[config.mk]
export PLATFORM = sky130hd
export DESIGN_NAME = multicycleCore
export DESIGN_NICKNAME = d
export VERILOG_FILES = /design/src/logic/rv32Pkg.sv /design/src/logic/controlIf.sv /design/src/logic/multicycleCore.sv /design/src/logic/coreDatapath.sv /design/src/logic/controlFsm.sv /design/src/logic/registerFile.sv /design/src/logic/aluUnit.sv
export VERILOG_INCLUDE_DIRS = /design/src /design/src/include
export SDC_FILE = /design/constraint.sdc
export NUM_CORES = 2
export LEC_CHECK = 0
export BUFFER_PORTS_ARGS = -buffer_cell sky130_fd_sc_hd__buf_2
export CORE_MARGIN = 2
export CORE_UTILIZATION = 35
export CTS_CLUSTER_DIAMETER = 120
export DETAILED_ROUTE_END_ITERATION = 8
export PLACE_DENSITY_LB_ADDON = 0.12
export SLEW_MARGIN = 20
export SYNTH_ARGS = -nofsm -noshare
export SYNTH_HDL_FRONTEND = slang
export SYNTH_SLANG_ARGS = --single-unit
[constraint.sdc]
create_clock -name clk -period 12.15 [get_ports clk]
set_input_delay 0.6075 -clock clk [delete_from_list [all_inputs] [get_ports clk]]
set_output_delay 0.6075 -clock clk [all_outputs]
set_load 0.02 [all_outputs]
[src/include/rv32Params.svh]
// core-wide width, register count and reset vector macros
`ifndef RV32_PARAMS_SVH
`define RV32_PARAMS_SVH

// data and address width
`define XLEN 32

// architectural registers x0..x31
`define REG_COUNT 32

// first fetch address after reset
`define RESET_PC 32'h0000_0000

`endif
[src/logic/rv32Pkg.sv]
// shared data types, opcode encoding and datapath select encodings
`include "rv32Params.svh"

package rv32Pkg;

  typedef logic [`XLEN-1:0] data_t;
  typedef logic [`XLEN-1:0] addr_t;
  typedef logic [$clog2(`REG_COUNT)-1:0] regIdx_t;

  // base opcodes handled by the core
  typedef enum logic [6:0] {
    RType      = 7'b0110011,
    ITypeLogic = 7'b0010011,
    ITypeLoad  = 7'b0000011,
    SType      = 7'b0100011,
    BType      = 7'b1100011,
    JType      = 7'b1101111,
    ITypeJalr  = 7'b1100111,
    UTypeLui   = 7'b0110111,
    UTypeAuipc = 7'b0010111
  } opcode_t;

  typedef enum logic {AdrSrcPc, AdrSrcResult} adrSrc_t;

  // increment takes the result bus, jump takes the ALU-out register
  typedef enum logic [1:0] {PcSrcIncrement, PcSrcJump, PcSrcAluResult} pcSrc_t;

  typedef enum logic [1:0] {SrcAPc, SrcAOldPc, SrcARd1, SrcAZero} aluSrcA_t;
  typedef enum logic [1:0] {SrcBRd2, SrcBImm, SrcBFour} aluSrcB_t;
  typedef enum logic [1:0] {ResultAluOut, ResultData, ResultAluLive} resultSrc_t;

  typedef logic [1:0] aluOp_t;
  localparam aluOp_t AluOpAdd    = 2'b00;
  localparam aluOp_t AluOpBranch = 2'b01; // compare for branches
  localparam aluOp_t AluOpRType  = 2'b10;
  localparam aluOp_t AluOpIType  = 2'b11;

endpackage

[src/logic/controlIf.sv]
// control bundle driven by the FSM into the datapath
`timescale 1ns/1ps

interface controlIf;
  import rv32Pkg::*;

  adrSrc_t    adrSrc;
  logic       irWrite;   // latch instruction and old PC
  logic       regWrite;
  logic       pcUpdate;
  pcSrc_t     pcSrc;
  logic       memWrite;
  aluSrcA_t   aluSrcA;
  aluSrcB_t   aluSrcB;
  aluOp_t     aluOp;
  resultSrc_t resultSrc;

  modport fsm (output adrSrc, irWrite, regWrite, pcUpdate, pcSrc, memWrite,
               aluSrcA, aluSrcB, aluOp, resultSrc);

  modport path (input adrSrc, irWrite, regWrite, pcUpdate, pcSrc, memWrite,
                aluSrcA, aluSrcB, aluOp, resultSrc);

endinterface

[src/logic/multicycleCore.sv]
// RV32I multicycle core top, control FSM joined to the datapath
`timescale 1ns/1ps

module multicycleCore (
  input  logic           clk,
  input  logic           reset,
  output rv32Pkg::addr_t memAddr,
  output rv32Pkg::data_t memWriteData,
  output logic           memWrite,
  input  rv32Pkg::data_t memReadData
);
  import rv32Pkg::*;

  controlIf ctrlBus ();

  opcode_t    opcode;
  logic [2:0] funct3;
  logic       zeroFlag;
  data_t      aluResult;

  assign memWrite = ctrlBus.memWrite; // store strobe straight from the FSM

  controlFsm fsm (
    .clk(clk), .reset(reset), .opcode(opcode), .funct3(funct3),
    .zeroFlag(zeroFlag), .aluResult(aluResult), .ctrl(ctrlBus.fsm)
  );

  coreDatapath datapath (
    .clk(clk), .reset(reset), .ctrl(ctrlBus.path), .opcode(opcode),
    .funct3(funct3), .zeroFlag(zeroFlag), .aluResult(aluResult),
    .memAddr(memAddr), .memWriteData(memWriteData), .memReadData(memReadData)
  );

endmodule

[src/logic/coreDatapath.sv]
// multicycle datapath: PC and holding registers, immediates, muxes,
// ALU and register file
`timescale 1ns/1ps
`include "rv32Params.svh"

module coreDatapath (
  input  logic             clk,
  input  logic             reset,
  controlIf.path           ctrl,
  output rv32Pkg::opcode_t opcode,
  output logic [2:0]       funct3,
  output logic             zeroFlag,
  output rv32Pkg::data_t   aluResult,
  output rv32Pkg::addr_t   memAddr,
  output rv32Pkg::data_t   memWriteData,
  input  rv32Pkg::data_t   memReadData
);
  import rv32Pkg::*;

  addr_t pc, oldPc, pcNext;
  data_t instr;
  data_t data;    // load data captured in MemRead
  data_t aluOut;
  data_t immExt;
  data_t rd1, rd2;
  data_t srcA, srcB;
  data_t result;

  assign opcode = opcode_t'(instr[6:0]);
  assign funct3 = instr[14:12];

  always_comb begin
    case (opcode)
      ITypeLogic, ITypeLoad, ITypeJalr: immExt = {{20{instr[31]}}, instr[31:20]};
      SType:  immExt = {{20{instr[31]}}, instr[31:25], instr[11:7]};
      BType:  immExt = {{19{instr[31]}}, instr[31], instr[7], instr[30:25],
                        instr[11:8], 1'b0};
      JType:  immExt = {{11{instr[31]}}, instr[31], instr[19:12], instr[20],
                        instr[30:21], 1'b0};
      UTypeLui, UTypeAuipc: immExt = {instr[31:12], 12'b0};
      default: immExt = '0;
    endcase
  end

  always_comb begin
    case (ctrl.aluSrcA)
      SrcAPc:    srcA = pc;
      SrcAOldPc: srcA = oldPc;
      SrcARd1:   srcA = rd1;
      default:   srcA = '0; // lui
    endcase
    case (ctrl.aluSrcB)
      SrcBImm:  srcB = immExt;
      SrcBFour: srcB = data_t'(4);
      default:  srcB = rd2;
    endcase
    case (ctrl.resultSrc)
      ResultData:    result = data;
      ResultAluLive: result = aluResult;
      default:       result = aluOut;
    endcase
    case (ctrl.pcSrc)
      PcSrcJump:      pcNext = aluOut;
      PcSrcAluResult: pcNext = {aluResult[`XLEN-1:1], 1'b0};
      default:        pcNext = result; // pc + 4 from fetch
    endcase
  end

  assign memAddr      = (ctrl.adrSrc == AdrSrcPc) ? pc : result;
  assign memWriteData = rd2;

  always_ff @(posedge clk) begin
    if (reset) begin
      pc <= `RESET_PC;
    end else if (ctrl.pcUpdate) begin
      pc <= pcNext;
    end
  end

  always_ff @(posedge clk) begin
    if (ctrl.irWrite) begin
      instr <= memReadData;
      oldPc <= pc; // address of the instruction being run
    end
    aluOut <= aluResult;
    data   <= memReadData;
  end

  registerFile regFile (
    .clk(clk), .rs1(instr[19:15]), .rs2(instr[24:20]), .rd(instr[11:7]),
    .writeEnable(ctrl.regWrite), .writeData(result), .rd1(rd1), .rd2(rd2)
  );

  aluUnit alu (
    .aluOp(ctrl.aluOp), .funct3(funct3), .funct7b5(instr[30]), .opB5(instr[5]),
    .a(srcA), .b(srcB), .result(aluResult), .zero(zeroFlag)
  );

  pcWordAligned: assert property (@(posedge clk) disable iff (reset)
    pc[1:0] == 2'b00);

endmodule

[src/logic/controlFsm.sv]
// multicycle control FSM with per-state control outputs and branch decision
`timescale 1ns/1ps

module controlFsm (
  input  logic            clk,
  input  logic            reset,
  input  rv32Pkg::opcode_t opcode,
  input  logic [2:0]      funct3,
  input  logic            zeroFlag,
  input  rv32Pkg::data_t  aluResult,
  controlIf.fsm           ctrl
);
  import rv32Pkg::*;

  typedef enum logic [3:0] {
    Fetch, Decode, ExecuteR, UncondJump, ExecuteI, MemAdr, AluWb, MemWrite,
    MemRead, MemWb, BranchIfEq, Lui, Auipc, JalrCalc, JalrStep2, BranchComp
  } fsmState_t;

  fsmState_t state, nextState;

  logic eqTaken;
  logic cmpTaken;

  // funct3[0] inverts the sense: bne, bge, bgeu
  assign eqTaken  = zeroFlag ^ funct3[0];
  assign cmpTaken = (aluResult == data_t'(1)) ^ funct3[0];

  always_comb begin
    nextState = Fetch;
    case (state)
      Fetch: nextState = Decode;
      Decode: begin
        case (opcode)
          RType:      nextState = ExecuteR;
          ITypeLogic: nextState = ExecuteI;
          ITypeLoad,
          SType:      nextState = MemAdr;
          BType:      nextState = (funct3[2:1] == 2'b00) ? BranchIfEq : BranchComp;
          JType:      nextState = UncondJump;
          ITypeJalr:  nextState = JalrCalc;
          UTypeLui:   nextState = Lui;
          UTypeAuipc: nextState = Auipc;
          default:    nextState = Decode; // unknown opcode stalls here
        endcase
      end
      ExecuteR, ExecuteI, Lui, Auipc, UncondJump, JalrStep2: nextState = AluWb;
      MemAdr:   nextState = (opcode == ITypeLoad) ? MemRead : MemWrite;
      MemRead:  nextState = MemWb;
      JalrCalc: nextState = JalrStep2;
      default:  nextState = Fetch; // writebacks, store and branches end here
    endcase
  end

  always_comb begin
    ctrl.adrSrc    = AdrSrcPc;
    ctrl.irWrite   = 1'b0;
    ctrl.regWrite  = 1'b0;
    ctrl.pcUpdate  = 1'b0;
    ctrl.pcSrc     = PcSrcIncrement;
    ctrl.memWrite  = 1'b0;
    ctrl.aluSrcA   = SrcARd1;
    ctrl.aluSrcB   = SrcBRd2;
    ctrl.aluOp     = AluOpAdd;
    ctrl.resultSrc = ResultAluOut;

    case (state)
      Fetch: begin // pc + 4 goes out on the result bus
        ctrl.irWrite   = 1'b1;
        ctrl.pcUpdate  = 1'b1;
        ctrl.aluSrcA   = SrcAPc;
        ctrl.aluSrcB   = SrcBFour;
        ctrl.resultSrc = ResultAluLive;
      end
      Decode: begin // branch and jal target into ALU out
        ctrl.aluSrcA = SrcAOldPc;
        ctrl.aluSrcB = SrcBImm;
      end
      ExecuteR: ctrl.aluOp = AluOpRType;
      ExecuteI: begin
        ctrl.aluSrcB = SrcBImm;
        ctrl.aluOp   = AluOpIType;
      end
      Lui: begin
        ctrl.aluSrcA = SrcAZero;
        ctrl.aluSrcB = SrcBImm;
      end
      Auipc: begin
        ctrl.aluSrcA = SrcAOldPc;
        ctrl.aluSrcB = SrcBImm;
      end
      UncondJump: begin // link computed while PC takes the target
        ctrl.aluSrcA  = SrcAOldPc;
        ctrl.aluSrcB  = SrcBFour;
        ctrl.pcUpdate = 1'b1;
        ctrl.pcSrc    = PcSrcJump;
      end
      JalrCalc: begin
        ctrl.aluSrcB  = SrcBImm;
        ctrl.pcUpdate = 1'b1;
        ctrl.pcSrc    = PcSrcAluResult; // rs1 + imm with bit 0 cleared
      end
      JalrStep2: begin
        ctrl.aluSrcA = SrcAOldPc;
        ctrl.aluSrcB = SrcBFour;
      end
      MemAdr: ctrl.aluSrcB = SrcBImm;
      MemRead: ctrl.adrSrc = AdrSrcResult;
      MemWrite: begin
        ctrl.adrSrc   = AdrSrcResult;
        ctrl.memWrite = 1'b1;
      end
      MemWb: begin
        ctrl.resultSrc = ResultData;
        ctrl.regWrite  = 1'b1;
      end
      AluWb: ctrl.regWrite = 1'b1;
      BranchIfEq: begin
        ctrl.aluOp    = AluOpBranch;
        ctrl.pcUpdate = eqTaken;
        ctrl.pcSrc    = eqTaken ? PcSrcJump : PcSrcIncrement;
      end
      BranchComp: begin
        ctrl.aluOp    = AluOpBranch;
        ctrl.pcUpdate = cmpTaken;
        ctrl.pcSrc    = cmpTaken ? PcSrcJump : PcSrcIncrement;
      end
    endcase
  end

  always_ff @(posedge clk) begin
    if (reset) begin
      state <= Fetch;
    end else begin
      state <= nextState;
    end
  end

  // a write-back cycle never drives the memory strobe
  noWriteOverlap: assert property (@(posedge clk) disable iff (reset)
    !(ctrl.regWrite && ctrl.memWrite));

  irWriteOnlyInFetch: assert property (@(posedge clk) disable iff (reset)
    ctrl.irWrite |-> (state == Fetch));

endmodule

[src/logic/registerFile.sv]
// 32-entry register file, two combinational reads and one synchronous write
`timescale 1ns/1ps
`include "rv32Params.svh"

module registerFile (
  input  logic            clk,
  input  rv32Pkg::regIdx_t rs1,
  input  rv32Pkg::regIdx_t rs2,
  input  rv32Pkg::regIdx_t rd,
  input  logic            writeEnable,
  input  rv32Pkg::data_t  writeData,
  output rv32Pkg::data_t  rd1,
  output rv32Pkg::data_t  rd2
);
  import rv32Pkg::*;

  data_t regs [`REG_COUNT];

  // x0 is never written
  always_ff @(posedge clk) begin
    if (writeEnable && (rd != '0)) begin
      regs[rd] <= writeData;
    end
  end

  assign rd1 = (rs1 == '0) ? '0 : regs[rs1]; // x0 reads as zero
  assign rd2 = (rs2 == '0) ? '0 : regs[rs2];

endmodule

[src/logic/aluUnit.sv]
// ALU decoder and 32-bit ALU with zero flag
`timescale 1ns/1ps

module aluUnit (
  input  rv32Pkg::aluOp_t aluOp,
  input  logic [2:0]      funct3,
  input  logic            funct7b5,
  input  logic            opB5,
  input  rv32Pkg::data_t  a,
  input  rv32Pkg::data_t  b,
  output rv32Pkg::data_t  result,
  output logic            zero
);
  import rv32Pkg::*;

  typedef enum logic [3:0] {
    AluAdd, AluSub, AluAnd, AluOr, AluXor, AluSll, AluSrl, AluSra, AluSlt, AluSltu
  } aluCtrl_t;

  aluCtrl_t aluCtrl;
  logic     isRType;

  assign isRType = (aluOp == AluOpRType) && opB5; // addi never subtracts

  always_comb begin
    aluCtrl = AluAdd;
    case (aluOp)
      AluOpAdd: aluCtrl = AluAdd;
      AluOpBranch: begin
        case (funct3[2:1])
          2'b10:   aluCtrl = AluSlt;  // blt, bge
          2'b11:   aluCtrl = AluSltu; // bltu, bgeu
          default: aluCtrl = AluSub;  // beq, bne
        endcase
      end
      default: begin
        case (funct3)
          3'b000: aluCtrl = (isRType && funct7b5) ? AluSub : AluAdd;
          3'b001: aluCtrl = AluSll;
          3'b010: aluCtrl = AluSlt;
          3'b011: aluCtrl = AluSltu;
          3'b100: aluCtrl = AluXor;
          3'b101: aluCtrl = funct7b5 ? AluSra : AluSrl;
          3'b110: aluCtrl = AluOr;
          default: aluCtrl = AluAnd;
        endcase
      end
    endcase
  end

  always_comb begin
    case (aluCtrl)
      AluSub:  result = a - b;
      AluAnd:  result = a & b;
      AluOr:   result = a | b;
      AluXor:  result = a ^ b;
      AluSll:  result = a << b[4:0];
      AluSrl:  result = a >> b[4:0];
      AluSra:  result = data_t'($signed(a) >>> b[4:0]);
      AluSlt:  result = data_t'($signed(a) < $signed(b));
      AluSltu: result = data_t'(a < b);
      default: result = a + b;
    endcase
  end

  assign zero = (result == '0);

endmodule

**Word-level counts from Yosys, hierarchy flattened**

Memory sizes are Yosys's and may differ from the RTL's. A register that Yosys moved wholly into a read port is not among the register bits.
Index checks and enable logic that the tools add are counted.

- Add/sub/neg operators: 2
- Order comparisons: 2
- Eq/ne operators: 52
- Shifts and indexed selects: 3
- Mux-type cells: 34
- Bitwise operators: 5
- Reduce and logical (&&, ||, !) cells: 23

Operators with widths:

| kind | count |
|---|---|
| case mux 32 bit (9 select lines) | 1 |
| case mux 32 bit (2 select lines) | 3 |
| case mux 32 bit (5 select lines) | 1 |
| two-way mux 32 bit | 3 |
| case mux 32 bit (3 select lines) | 1 |
| less-than comparator 32 bit | 2 |
| equality test 4 bit (second input constant) | 10 |
| adder 32 bit | 1 |
| AND 32 bit | 1 |
| equality test 32 x 1 -> 1 bit (second input constant) | 1 |
| equality test 4 x 3 -> 1 bit (second input constant) | 8 |
| zero test 32 bit | 1 |
| bitwise OR 32 bit | 1 |
| case mux 4 bit (8 select lines) | 1 |
| << shifter 32 x 5 -> 32 bit | 1 |
| right shift 32 x 5 -> 32 bit | 1 |
| >>> shifter 32 x 5 -> 32 bit | 1 |
| subtractor 32 bit | 1 |
| bitwise XOR 32 bit | 1 |
| case mux 4 bit (7 select lines) | 1 |
| case mux 4 bit (6 select lines) | 1 |
| equality test 7 x 6 -> 1 bit (second input constant) | 3 |
| equality test 7 bit (second input constant) | 3 |
| equality test 4 x 2 -> 1 bit (second input constant) | 4 |
| other kinds (28) | 69 |

- Register bits: 164
- Memory bits (writable): 1024
- Output and inout port bits: 65
- Memories: 1

Memories:

| memory | depth | width | rd ports | clocked after Yosys merged registers in | wr ports | RTL line | text |
|---|---|---|---|---|---|---|---|
| datapath.regFile.regs | 32 | 32 | 2 | 2 | 1 | registerFile.sv:17 | `` data_t regs [`REG_COUNT]; `` |

**Logic depth before layout (Yosys ltp)**

- Depth in word-level cells: 17
- Gate-level depth with buffers: 45
- Mapped depth without buffers: 38

**By module**

Synthesis repeated with hierarchy kept, for this count alone.

- Cell total of the unflattened synthesis: 4841
- Area, all modules: 66125.9 sq um

By module, submodules not included:

| module | instances | cells each | area each (sq um) | seq. area each (sq um) |
|---|---|---|---|---|
| registerFile | 1 | 2564 | 47929.7 | 30749.5 |
| aluUnit | 1 | 1464 | 10203.5 | 0.0 |
| coreDatapath | 1 | 703 | 7270.7 | 3843.7 |
| controlFsm | 1 | 110 | 721.9 | 80.1 |

**Worst setup path after synthesis**

No wires, ideal clock.

- Path kind: register to output
- Start point: register fsm.state[0]
- End point: output memAddr[30]
- Arrival: 8.607 ns
- Required time: 11.542 ns
- Path slack: 2.935 ns
- Cell stages (with the launch flop): 35
- Buffers on the path: 11
- Cell sequence: dfxtp_1 -> clkbuf_1 -> clkbuf_1 -> buf_1 -> nand2b_1 -> and2_1 -> nand2_1 -> o21ai_0 -> ha_1 -> clkbuf_1 -> o21ai_1 -> o21a_1 -> buf_4 -> buf_4 -> buf_4 -> buf_2 -> buf_4 -> buf_4 -> ha_1 -> clkbuf_1 -> o21bai_1 -> a2111oi_1 -> o211ai_1 -> a31oi_1 -> o211ai_1 -> a311o_1 -> a21oi_1 -> o21ai_1 -> a211oi_1 -> o21ai_1 -> xnor2_1 -> o21ai_1 -> a22oi_1 -> o21ai_0 -> mux2_2

- Cells in the longest elaborated chain, start to end: 13

Ends and longest elaborated chain:

| item | RTL line | text |
|---|---|---|
| from (decl) | controlFsm.sv:20 | `fsmState_t state, nextState;` |
| from (signal assigned) | controlFsm.sv:133 | `state <= Fetch;` |
| from (signal assigned) | controlFsm.sv:135 | `state <= nextState;` |
| parallel branches: the longest is 10 deep, another holds adder 32 bit | - |  |
| case mux 32 bit (9 select lines) (*) | aluUnit.sv:52 | `case (aluCtrl)` |
| named net aluResult[30] | multicycleCore.sv:19 | `data_t aluResult;` |
| case mux 32 bit (2 select lines) (*) | coreDatapath.sv:57 | `case (ctrl.resultSrc)` |
| named net datapath.regFile.writeData[30] | registerFile.sv:11 | `input rv32Pkg::data_t writeData,` |
| two-way mux 32 bit (*) | coreDatapath.sv:69 | `assign memAddr = (ctrl.adrSrc == AdrSrcPc) ? pc : result;` |
| to (decl) | multicycleCore.sv:7 | `output rv32Pkg::addr_t memAddr,` |

Mark *: on every way through the listed nets, which the timed path passes.

==> results.md <==
* Overall routing resource usage at 28.4%
* Initial core utilization at a little over a third
* Post-synthesis async set-or-reset flop share at 0%
* Min-Delay Endpoint: datapath.data[18]
* CTS resizes at 0
* Std cell rows at 158
* Setup Buffers After CTS at 0
* CP top delay family: compound AO/OA/AOI/OAI gates
* Worst path max stage delay at 910 ps
* Die Y at 435 um
* Post-synth top flop: edfxtp_1
* Worst R2R Path Depth at 29
* Post-Layout Cell Count at 7279
* Final Cell Area at 0.0737 sq mm
* Fmax achieved at 90.7 MHz
* Slew @ Worst Pin at 1240 ps
* Worst Setup Start Kind: flip-flop
* Crit path depth at 29
* Cells after synthesis at roughly 4600
* Top-area cell type share of the netlist area at 50.2%
* CTS Buf Count at between 100 and 150
* Wire length per cell at 37.6 um
* Slew Viols, Final at 0
* Clock Tree Root: clkbuf_16
* Reg2Reg Setup Slack at 1120 ps
* Clk pin slew, worst setup/hold paths at around 60 ps
* Pwr Density at 234 mW/mm^2
* Hold buffer count at cts at 28
* CP most frequent cell: nor2_1
* Setup crit end kind: flip-flop
* Vias at 46049
* Largest cells by area after synthesis: edfxtp_1 50%, mux4_2 18%, mux2i_1 3.6%
* Clk_lat worst skew at 820 ps
* Maximum net fanout on the critical path at 59
* Post-synth EDFFs at 1088
* Placed Cells at 7011
* Fin. Hold Viols at 0
* Setup Viol. Count Final at 0
* Clock Sinks at roughly 1200
* Post-route minimum period at 11030 ps
* DR vias/cell at 6.33
* Area grow syn2layout at 13.3%
* VDD IR-drop max at approximately 0.14 mV
* CP bufs+invs at 4
* Yosys cell types at 96
* Die X at between 400 and 500 um
* Commonest cells post-synth: 1088 x edfxtp_1, 522 x mux4_2, 249 x nor2_1
* Clock Skew at 56.4 ps
* First-pass GRT wire length at 376 mm
* DP Area at between 0.06 and 0.07 sq mm
* Most frequent cell after synthesis: edfxtp_1
* Nets at 4837
* Syn. warnings at 0
* Post-synth top area cell: edfxtp_1
* FF+latch count, synth at 1198
* Routed wire length at 274 mm
* Worst Path Required at 12820 ps
* RSZ-0062 raised after global routing: no
* Sequential-to-total area share from yosys stat at 53.6%
* # port buffers at 98
* Hold Crit Start: memReadData[18]
* Dpl hpwl at 181 mm
* Initial antenna violation count at 13
* Slowest-stage cell, CP: dfxtp_4
* RR Endpoint: datapath.pc[30]
* Synth Cell Area at between 0.06 and 0.07 sq mm
* Max-Cap Viols at 0
* Largest net degree at the start of global routing at 93
* Detail Route Antenna Nets at 0
* CTS Buffer Depth at 3
* Status: finished clean
* Setup CP Type: reg -> reg
* DRC at 0
* # H-tree levels at 4
* Hold path depth at 1
* Grt ovf at 0
* Core area at 0.185 sq mm
* First-pass detailed-route iteration total at 8
* Vias in the first global route at about 45000
* Synthesized area per cell at roughly 14 sq um
* Post-route clock period utilization at 90.8%
* Layout cells sized above 1 at 25.2%
* CP Data Arrival Time at 11700 ps
* CTS tree: yes
* P_leak at 25.1 nW
* Worst slew margin relative to its limit at 17.1%
* GPL Wtd Cong at 1.04
* Die Footprint at 0.189 sq mm
* Setup_tns at 0 ps
* Min-Delay Path Class: in -> reg
* Tot Pwr at about 17 mW
* Layout Utilization at 39.8%
* Ports at 99
* Initial DRC Count at 6123
[placed cells by master (no fill, tap or decap), types with 104 or more instances in the layout]
| cell | netlist | final |
|---|---|---|
| nand2_1 | 237 | 237 |
| a21oi_1 | 223 | 219 |
| mux2i_1 | 235 | 235 |
| clkbuf_16 | 0 | 138 |
| edfxtp_1 | 1088 | 1088 |
| ha_1 | 105 | 104 |
| mux4_2 | 522 | 522 |
| buf_4 | 23 | 188 |
| o21ai_0 | 166 | 133 |
| nor2_1 | 249 | 222 |
[through the flow]
step                      hold WS (ps)  setup slack [ps]
after floorplan                    431              2940
after global routing              18.4               688
after detailed placement           460              1400
after CTS                         7.35              1370
final                             66.0              1120
after global placement             465              1010
[sequential cells by signal, summed over array words and instances (netlist names), named ones only]
| signal | count |
|---|---|
| datapath.data | 32 |
| datapath.aluOut | 32 |
| datapath.oldPc | 32 |
| datapath.pc | 32 |
| fsm.state | 4 |
| datapath.regFile.regs | 1024 |
| datapath.instr | 32 |
[cells by family after synthesis]
group / after synthesis / synth area share, %
flip-flops: 1198 / 53.6
AO/OA/AOI/OAI: 1024 / 10.9
AND/OR/NAND/NOR: 901 / 6.67
multiplexers: 832 / 23.1
buffers and inverters: 466 / 3.19
adder cells (fa/ha/maj): 107 / 2.08
XOR/XNOR: 30 / 0.404
other: 1 / 0.00576
[layer usage]
layer | vias up | GRT usage (%) | routed length [um] | share of wire (%)
met2 | 2309 | 44.4 | 126000 | 46
met4 | 6 | 13.4 | 14800 | 5.4
li1 | 18845 | - | - | -
met5 | - | 0 | 46 | 0.017
met1 | 24458 | 38.1 | 111000 | 41
met3 | 431 | 5.33 | 21800 | 8.0
[area by class of cell]
cell class              count  area (sq um)
clock buffers             162          3560
diodes                      1          2.50
fillers                 17241        111000
clock inverters            77           707
repair buffers            321          2320
flip-flops and latches   1198         34900
well taps                2480          3100
inverters                 114           430
multi-input cells        2926         28700
[how the worst max path moves through the flow]
stage | from | endpoint | slack, ps
after CTS | flip-flop | datapath.pc[30] | 1370
after global placement | fsm.state[0] | datapath.pc[29] | 1010
after global routing | flip-flop | datapath.pc[30] | 690
after floorplan | fsm.state[0] | memAddr[30] | 2940
final | flip-flop | datapath.pc[30] | 1120
after detailed placement | flip-flop | datapath.pc[12] | 1400
[power by group]
part | internal [mW] | switching (mW) | leakage, nW
clock | 2.28 | 1.74 | 2.10
combinational | 2.45 | 5.18 | 12.0
sequential | 5.31 | 0.282 | 10.9
total | 10.0 | 7.21 | 25.1
No activity file was read; power rests on OpenSTA's default activity.
